[src/logic/core_cfg.svh]
`ifndef CORE_CFG_SVH
`define CORE_CFG_SVH

// entries in the decode queue, power of two.
`define CORE_QUEUE_DEPTH 4

// log2 of the depth.
`define CORE_QUEUE_PTR_W 2

`endif

[src/logic/core_pkg.sv]
package core_pkg;

	typedef logic [31:0] word;
	typedef logic [3:0]  reg_num;

	typedef enum logic [3:0] {
		EQ = 4'b0000,
		NE = 4'b0001,
		CS = 4'b0010,
		CC = 4'b0011,
		MI = 4'b0100,
		PL = 4'b0101,
		VS = 4'b0110,
		VC = 4'b0111,
		HI = 4'b1000,
		LS = 4'b1001,
		GE = 4'b1010,
		LT = 4'b1011,
		GT = 4'b1100,
		LE = 4'b1101,
		AL = 4'b1110,
		NV = 4'b1111 // decoded as undefined.
	} cond_code;

	typedef enum logic [2:0] {
		DATA   = 3'd0,
		LDST   = 3'd1,
		BRANCH = 3'd2,
		MUL    = 3'd3,
		SWI    = 3'd4,
		UNDEF  = 3'd5
	} insn_class;

	typedef struct packed {
		insn_class iclass;
		cond_code  cond;
		logic      writeback;
		logic      update_flags;
		logic      link;
		logic      undefined;
		logic      execute;
		logic      swi;
	} ctrl_decode;

	typedef struct packed {
		logic [3:0] opcode;
		reg_num     rd;
		reg_num     rn;
		reg_num     rm;
		logic       is_imm;
		logic [7:0] imm8;       // zero unless is_imm.
		logic [3:0] rot4;
		logic [1:0] shift_type; // zero when is_imm.
		logic [4:0] shift_imm;
	} data_decode;

	typedef struct packed {
		logic        load;
		logic        byte_access;
		logic        up;
		logic        pre_index;
		logic        base_writeback;
		reg_num      rn;
		reg_num      rd;
		logic        off_is_imm;
		logic [11:0] off12;
	} ldst_decode;

	typedef struct packed {
		logic   accumulate;
		reg_num rd;
		reg_num rn;
		reg_num rs;
		reg_num rm;
	} mul_decode;

	typedef struct packed {
		ctrl_decode  ctrl;
		data_decode  data;
		ldst_decode  ldst;
		mul_decode   mul;
		logic [25:0] branch_offset; // byte offset, sign in bit 25.
	} insn_decode;

endpackage

[src/logic/core_decode_mux.sv]
`timescale 1ns/1ps

module core_decode_mux
(
	input  core_pkg::word        insn,

	output core_pkg::ctrl_decode ctrl
);

	logic cond_nv, is_mul, is_data, is_ldst, is_branch, is_swi;
	logic reg_shift, ldst_reg_bad, is_compare;
	core_pkg::insn_class iclass;

	assign cond_nv      = insn[31:28] == core_pkg::NV;
	assign is_mul       = insn[27:22] == 6'b000000 && insn[7:4] == 4'b1001;
	assign reg_shift    = !insn[25] && insn[4]; // shift by register.
	assign ldst_reg_bad = insn[25] && insn[4];
	assign is_data      = insn[27:26] == 2'b00 && !is_mul && !reg_shift;
	assign is_ldst      = insn[27:26] == 2'b01 && !ldst_reg_bad;
	assign is_branch    = insn[27:25] == 3'b101;
	assign is_swi       = insn[27:24] == 4'b1111;
	assign is_compare   = insn[24:23] == 2'b10; // tst, teq, cmp, cmn.

	always_comb begin
		if (cond_nv)
			iclass = core_pkg::UNDEF;
		else if (is_mul)
			iclass = core_pkg::MUL;
		else if (is_data)
			iclass = core_pkg::DATA;
		else if (is_ldst)
			iclass = core_pkg::LDST;
		else if (is_branch)
			iclass = core_pkg::BRANCH;
		else if (is_swi)
			iclass = core_pkg::SWI;
		else
			iclass = core_pkg::UNDEF;
	end

	always_comb begin
		ctrl.iclass       = iclass;
		ctrl.cond         = core_pkg::cond_code'(insn[31:28]);
		ctrl.undefined    = iclass == core_pkg::UNDEF;
		ctrl.swi          = iclass == core_pkg::SWI;
		ctrl.execute      = !ctrl.undefined && !ctrl.swi;
		ctrl.link         = iclass == core_pkg::BRANCH && insn[24];
		ctrl.update_flags = (iclass == core_pkg::DATA || iclass == core_pkg::MUL) && insn[20];

		case (iclass)
			core_pkg::DATA:   ctrl.writeback = !is_compare;
			core_pkg::LDST:   ctrl.writeback = insn[20]; // loads only.
			core_pkg::BRANCH: ctrl.writeback = insn[24];
			core_pkg::MUL:    ctrl.writeback = 1'b1;
			default:          ctrl.writeback = 1'b0;
		endcase
	end

endmodule

[src/logic/core_decode_data.sv]
`timescale 1ns/1ps

module core_decode_data
(
	input  core_pkg::word        insn,

	output core_pkg::data_decode data
);

	logic       is_imm;
	logic [7:0] imm8;
	logic [3:0] rot4;
	logic [1:0] shift_type;
	logic [4:0] shift_imm;

	assign is_imm = insn[25];

	// rotated immediate, bit 25 set.
	always_comb begin
		if (is_imm) begin
			imm8 = insn[7:0];
			rot4 = insn[11:8];
		end else begin
			imm8 = 8'd0;
			rot4 = 4'd0;
		end
	end

	// register shifted by immediate.
	always_comb begin
		if (!is_imm) begin
			shift_type = insn[6:5];
			shift_imm  = insn[11:7];
		end else begin
			shift_type = 2'd0;
			shift_imm  = 5'd0;
		end
	end

	always_comb begin
		data.opcode     = insn[24:21];
		data.rd         = insn[15:12];
		data.rn         = insn[19:16];
		data.rm         = insn[3:0];
		data.is_imm     = is_imm;
		data.imm8       = imm8;
		data.rot4       = rot4;
		data.shift_type = shift_type;
		data.shift_imm  = shift_imm;
	end

endmodule

[src/logic/core_decode_ldst.sv]
`timescale 1ns/1ps

module core_decode_ldst
(
	input  core_pkg::word        insn,

	output core_pkg::ldst_decode ldst,
	output core_pkg::mul_decode  mul
);

	logic p_bit, u_bit, b_bit, w_bit, l_bit;

	assign p_bit = insn[24];
	assign u_bit = insn[23];
	assign b_bit = insn[22];
	assign w_bit = insn[21];
	assign l_bit = insn[20];

	always_comb begin
		ldst.load           = l_bit;
		ldst.byte_access    = b_bit;
		ldst.up             = u_bit;
		ldst.pre_index      = p_bit;
		ldst.base_writeback = w_bit || !p_bit; // post-index always writes base.
		ldst.rn             = insn[19:16];
		ldst.rd             = insn[15:12];
		ldst.off_is_imm     = !insn[25];
		ldst.off12          = insn[11:0]; // rm in 3:0 when register.
	end

	// multiply swaps rd and rn relative to data processing.
	always_comb begin
		mul.accumulate = w_bit;
		mul.rd         = insn[19:16];
		mul.rn         = insn[15:12];
		mul.rs         = insn[11:8];
		mul.rm         = insn[3:0];
	end

endmodule

[src/logic/core_decode.sv]
`timescale 1ns/1ps

module core_decode
(
	input  core_pkg::word        insn,

	output core_pkg::insn_decode dec
);

	core_pkg::ctrl_decode dec_ctrl;
	core_pkg::data_decode dec_data;
	core_pkg::ldst_decode dec_ldst;
	core_pkg::mul_decode  dec_mul;
	logic [25:0]          branch_offset;

	core_decode_mux mux
	(
		.insn(insn),
		.ctrl(dec_ctrl)
	);

	core_decode_data group_data
	(
		.insn(insn),
		.data(dec_data)
	);

	core_decode_ldst group_ldst
	(
		.insn(insn),
		.ldst(dec_ldst),
		.mul(dec_mul)
	);

	// imm24 << 2, sign bit lands in bit 25.
	assign branch_offset = {insn[23:0], 2'b00};

	assign dec.ctrl          = dec_ctrl;
	assign dec.data          = dec_data;
	assign dec.ldst          = dec_ldst;
	assign dec.mul           = dec_mul;
	assign dec.branch_offset = branch_offset;

endmodule

[src/logic/core_decode_queue.sv]
`include "core_cfg.svh"
`timescale 1ns/1ps

module core_decode_queue
(
	input  logic                 clk,
	input  logic                 arst_n,

	input  logic                 push,
	input  core_pkg::insn_decode wdata,
	input  logic                 pop,

	output core_pkg::insn_decode head,
	output logic                 empty,
	output logic                 full
);

	core_pkg::insn_decode mem [`CORE_QUEUE_DEPTH];

	logic [`CORE_QUEUE_PTR_W-1:0] wr_ptr, rd_ptr;
	logic [`CORE_QUEUE_PTR_W:0]   count;
	logic                         do_push, do_pop;

	assign do_push = push && !full; // strobe while full is dropped.
	assign do_pop  = pop && !empty;

	assign empty = count == '0;
	assign full  = count == (`CORE_QUEUE_PTR_W+1)'(`CORE_QUEUE_DEPTH);
	assign head  = mem[rd_ptr];

	always_ff @(posedge clk) begin
		if (do_push)
			mem[wr_ptr] <= wdata;
	end

	always_ff @(posedge clk or negedge arst_n) begin
		if (!arst_n) begin
			wr_ptr <= '0;
			rd_ptr <= '0;
			count  <= '0;
		end else begin
			if (do_push)
				wr_ptr <= wr_ptr + 1'b1; // wraps at depth.
			if (do_pop)
				rd_ptr <= rd_ptr + 1'b1;
			if (do_push && !do_pop)
				count <= count + 1'b1;
			else if (do_pop && !do_push)
				count <= count - 1'b1;
		end
	end

endmodule

[src/logic/core_cond_issue.sv]
`timescale 1ns/1ps

module core_cond_issue
(
	input  logic                 clk,
	input  logic                 arst_n,

	input  logic                 issue_en,
	input  logic                 empty,
	input  core_pkg::insn_decode head,
	input  logic [3:0]           nzcv,

	output logic                 pop,
	output logic                 issue_valid,
	output core_pkg::insn_decode issue_dec,
	output logic                 cond_pass
);

	logic cond_ok, pass_next;
	logic n, z, c, v;

	assign {n, z, c, v} = nzcv;

	assign pop = issue_en && !empty && arst_n;

	always_comb begin
		case (head.ctrl.cond)
			core_pkg::EQ: cond_ok = z;
			core_pkg::NE: cond_ok = !z;
			core_pkg::CS: cond_ok = c;
			core_pkg::CC: cond_ok = !c;
			core_pkg::MI: cond_ok = n;
			core_pkg::PL: cond_ok = !n;
			core_pkg::VS: cond_ok = v;
			core_pkg::VC: cond_ok = !v;
			core_pkg::HI: cond_ok = c && !z;
			core_pkg::LS: cond_ok = !c || z;
			core_pkg::GE: cond_ok = n == v;
			core_pkg::LT: cond_ok = n != v;
			core_pkg::GT: cond_ok = !z && n == v;
			core_pkg::LE: cond_ok = z || n != v;
			core_pkg::AL: cond_ok = 1'b1;
			default:      cond_ok = 1'b0; // nv never passes.
		endcase
	end

	assign pass_next = cond_ok && !head.ctrl.undefined;

	always_ff @(posedge clk or negedge arst_n) begin
		if (!arst_n) begin
			issue_valid <= 1'b0;
			cond_pass   <= 1'b0;
		end else begin
			issue_valid <= pop;
			if (pop)
				cond_pass <= pass_next;
		end
	end

	always_ff @(posedge clk) begin
		if (pop)
			issue_dec <= head; // held between issues.
	end

endmodule

[src/logic/core_frontend.sv]
`timescale 1ns/1ps

module core_frontend
(
	input  logic                 clk,
	input  logic                 arst_n,

	input  core_pkg::word        insn,
	input  logic                 insn_valid,
	input  logic                 issue_en,
	input  logic [3:0]           nzcv,

	output logic                 queue_full,
	output logic                 issue_valid,
	output core_pkg::insn_decode issue_dec,
	output logic                 cond_pass
);

	core_pkg::insn_decode dec, head;
	logic                 pop, empty;

	core_decode decode
	(
		.insn(insn),
		.dec(dec)
	);

	core_decode_queue queue
	(
		.clk(clk),
		.arst_n(arst_n),
		.push(insn_valid),
		.wdata(dec),
		.pop(pop),
		.head(head),
		.empty(empty),
		.full(queue_full)
	);

	core_cond_issue issue
	(
		.clk(clk),
		.arst_n(arst_n),
		.issue_en(issue_en),
		.empty(empty),
		.head(head),
		.nzcv(nzcv),
		.pop(pop),
		.issue_valid(issue_valid),
		.issue_dec(issue_dec),
		.cond_pass(cond_pass)
	);

endmodule

[config.mk]
export PLATFORM = sky130hd
export DESIGN_NAME = core_frontend
export DESIGN_NICKNAME = d
export VERILOG_FILES = /design/src/logic/core_pkg.sv /design/src/logic/core_decode_mux.sv /design/src/logic/core_decode_data.sv /design/src/logic/core_decode_ldst.sv /design/src/logic/core_decode.sv /design/src/logic/core_decode_queue.sv /design/src/logic/core_cond_issue.sv /design/src/logic/core_frontend.sv
export VERILOG_INCLUDE_DIRS = /design/src /design/src/logic
export SDC_FILE = /design/constraint.sdc
export NUM_CORES = 1
export LEC_CHECK = 0
export BUFFER_PORTS_ARGS = -buffer_cell sky130_fd_sc_hd__clkbuf_2
export CORE_MARGIN = 2
export CORE_UTILIZATION = 51
export DETAILED_ROUTE_END_ITERATION = 12
export GPL_TIMING_DRIVEN = 0
export MAX_ROUTING_LAYER = met4
export PLACE_DENSITY = 0.75
export SETUP_SLACK_MARGIN = 0.5
export SKIP_LAST_GASP = 1
export SYNTH_ARGS = -nofsm -noshare
export SYNTH_HDL_FRONTEND = slang
export SYNTH_SLANG_ARGS = --single-unit
[constraint.sdc]
create_clock -name clk -period 2.8 [get_ports clk]
set_input_delay 0.56 -clock clk [delete_from_list [all_inputs] [get_ports clk]]
set_output_delay 0.56 -clock clk [all_outputs]
set_load 0.01 [all_outputs]
==> impl_metrics.tcl <==
set metrics [dict create \
    finalHoldViolations 0 \
    drt_iter0_markers 561 \
    drive_above_1_share_pct 44.56 \
    syn_to_final_growth_pct 19.07 \
    synth.cell_area_sq_um 11800 \
    cpLargestDelayFamily "adder cells" \
    num_vias 5769 \
    setup_slack_ns 0.5544 \
    dp_hpwl_mm 13.89 \
    clock_skew_ns 0.008595 \
    hp-class "input pin to flip-flop" \
    ys_top_cells_by_count "300 x edfxtp_1, 60 x mux4_2, 58 x buf_4" \
    synth-edff-count 300 \
    sw_frac_of_total_pct 27.17 \
    slowest_delay_ns 0.55 \
    die_y_um 156.1 \
    synth_top_cell_by_area "edfxtp_1" \
    nNetsFinal 796 \
    gp_congestion 0.7764 \
    worst-path-buf-inv 1 \
    synthCells 549 \
    htreeDepth 1 \
    initial_utilization_pct 51.97 \
    synth_warnings 0 \
    rsz0062_at_grt "true" \
    power_frac_seq_pct 47.1 \
    p_clk_share_pct 26.9 \
    fp-row-count 55 \
    startpoint "queue.count[0]$_DFFE_PN0P_" \
    synth_top_area_share_pct 76.34 \
    synth-seq-cells 309 \
    start_kind "flip-flop" \
    pre_cts_ws_ns 0.1733 \
    numClockSinks 309 \
    crit_chain "o311ai_4 -> ha_1 -> inv_1 -> fa_1 -> xor2_1 -> nor2_1 -> xor2_1" \
    cellPowerDensity_nw_per_um2 1000 \
    cts_root_buf "clkbuf_16" \
    ys_seq_area_share_pct 78.24 \
    synthFlopType "edfxtp_1" \
    avgSynthCellArea_sq_um 21.50 \
    setup_viol 0 \
    max_freq_mhz 445.3 \
    comb_power_share_pct 26.0 \
    core_area_sq_um 22710 \
    cpMostUsedCell "xor2_1" \
    wire_per_inst_um 20.94 \
    grt_first_pass_wirelength_mm 33.54 \
    pin_count 161 \
    period_share_pct 80.20 \
    ant_nets 0 \
    wl_mm 22.13 \
    peakVddDrop_v 0.0006509 \
    hold_start "insn[14]" \
    drv_slew 0 \
    viasPerCell 5.458 \
    p_int_uw 10240 \
    p_leak_uw 0.005095 \
    cts_buffer_depth 3 \
    cts_tree "done" \
    crit_path_end_kind "flip-flop" \
    n_fill_cell 1595 \
    num_antenna_cells 0 \
    hold_ws_ns 0.2419 \
    grt_pass1_vias 5912 \
    relSlewSlack_pct 36.50 \
    synth.most_common_cell "edfxtp_1" \
    cp_max_fo 6 \
    outcome "finished, final reports clean" \
    cp_slowest_cell "o311ai_4" \
    p_switching_uw 3818 \
    synthArstFlopShare_pct 2.913 \
    worst_pin_slew_ns 0.9525 \
    synth.distinct_cells 39 \
    cp.arrival_ns 2.71 \
    track_usage_pct 18.94 \
    antenna_found_initial 0 \
    period_minus_slack_ns 2.246 \
    max-cap-violations 0 \
    drc 0 \
    io_buffers 158 \
    path_class "flip-flop to flip-flop" \
    cp_data_required_time_ns 3.26 \
    clkTransAtPathRegs_ns 0.06 \
    reg2reg_from "queue.count[0]$_DFFE_PN0P_" \
    grt-ovfl-total 0 \
    cts_inserted_buffers 30 \
    clkLatencyLatePin_ns 0.54 \
    die_area_sq_um 24370 \
    firstDrtPassIters 5 \
    synthTopCellsByArea "edfxtp_1 76%, mux4_2 11%, buf_4 3.7%, dfrtp_1 1.9%, and2_1 0.85%" \
    grt_max_degree 40 \
    die_w_um 156.1 \
]
## registers in the layout, indices dropped and copies added, names as in the netlist
signal,flops
queue.rd_ptr,2
issue.issue_dec,60
issue.cond_pass,1
queue.count,3
queue.wr_ptr,2
queue.mem,240
issue.issue_valid,1
## area by class of cell
| cell class | count | area, sq um | area share [%] |
|---|---|---|---|
| Timing Repair inverter | 1 | 5.005 | 0.03562 |
| Timing Repair Buffer | 167 | 923.4 | 6.571 |
| Multi-Input combinational cell | 153 | 2037 | 14.50 |
| Clock buffer | 42 | 817.0 | 5.814 |
| Tap cell | 285 | 356.6 | 2.538 |
| Sequential cell | 309 | 9234 | 65.71 |
| Inverter | 11 | 45.04 | 0.3205 |
| Buffer | 77 | 533.0 | 3.793 |
| Clock inverter | 12 | 101.3 | 0.7212 |
## layer usage
| layer | vias up | part of all wire [%] | wire length, um | GRT usage [%] |
|---|---|---|---|---|
| met5 | - | 0 | 0 | - |
| met4 | 0 | 1.6 | 361 | 4.675 |
| met3 | 31 | 7.3 | 1621 | 3.306 |
| met2 | 258 | 50 | 11100 | 31.42 |
| met1 | 2944 | 41 | 9041 | 24.81 |
| li1 | 2536 | - | - | - |
## power groups by stage
stage	combinational (uW)	sequential, uW	clock (uW)
3_3_place_gp	3490	6680	0
4_1_cts	3710	6630	3860
5_1_grt	3960	6700	4020
2_1_floorplan	2390	6720	0
3_5_place_dp	3700	6710	0
6_report	3660	6620	3780
## through the flow
step | utilization (%) | cell area [sq um] | TNS, ns | instances | total power, uW
6_report | 61.88 | 14050 | 0 | 1057 | 14050
4_1_cts | 61.77 | 14030 | 0 | 1054 | 14200
3_5_place_dp | 57.61 | 13080 | 0 | 998 | 10410
3_3_place_gp | 57.15 | 12980 | -16.16 | 993 | 10160
2_1_floorplan | - | 11830 | 0 | 550 | 9112
5_1_grt | 61.88 | 14050 | 0 | 1057 | 14690
## logic make-up (layout without fill, tap and decap cells)
family	after synthesis	after routing	share of synthesized area [%]
DFF	309	309	78.24
muxes	64	64	11.80
other	1	2	0.03178
adders and majority gates	6	6	0.6998
buffers and inverters	88	310	4.760
and+or+nand+nor	53	53	2.714
AOI/OAI and AO/OA	18	18	1.007
xor gates and xnor gates	10	10	0.7421
## final timing paths
kind                                          endpoint  slack [ns]  cells after the start
max                         queue.count[2]$_DFFE_PN0P_        0.55                      7
min                         queue.mem[2][97]$_DFFE_PP_        0.24                      1
max reg2reg                 queue.count[2]$_DFFE_PN0P_        0.55                      7
min reg2reg                 queue.count[2]$_DFFE_PN0P_        0.55                      1
max in group asynchronous  issue.issue_valid$_DFF_PN0_        2.17                      2
min in group asynchronous   queue.count[1]$_DFFE_PN0P_        0.42                      2
## repair_timing
item,4_1_cts,5_1_grt
resized for setup,4,11
cloned,1,0
setup buffers,0,3
hold buffers,1,0
pin swaps,0,0
setup endpoints to repair,79,185
hold endpoints to repair,9,0
## cells in the final DEF, fill, tap and decap left out, types with 2 or more instances in the layout
cell	n
buf_12	5
inv_1	10
a31oi_1	3
buf_4	61
ha_1	5
edfxtp_1	300
nor3b_1	3
clkbuf_16	31
dfrtp_1	9
o21ai_0	5
buf_2	6
and2_1	12
a32oi_1	2
clkbuf_2	164
nor4_1	2
nor2_1	6
a21oi_1	4
bufinv_16	2
nor2b_1	10
and2_4	5
xor2_1	5
clkinv_2	3
clkinv_1	7
nand3_1	2
conb_1	2
xnor2_1	5
mux4_2	60
clkbuf_1	15
nand2_1	6
mux2i_1	3
## worst reg2reg max path: cells and delay by family (launching register included)
family          cells  cell delay, ns
compound gates      1            0.55
simple gates        1            0.13
fa+ha+maj           2            0.65
flops               1            0.46
xor+xnor            2            0.33
buf+inv             1            0.06
No activity file was read; power rests on OpenSTA's default activity.
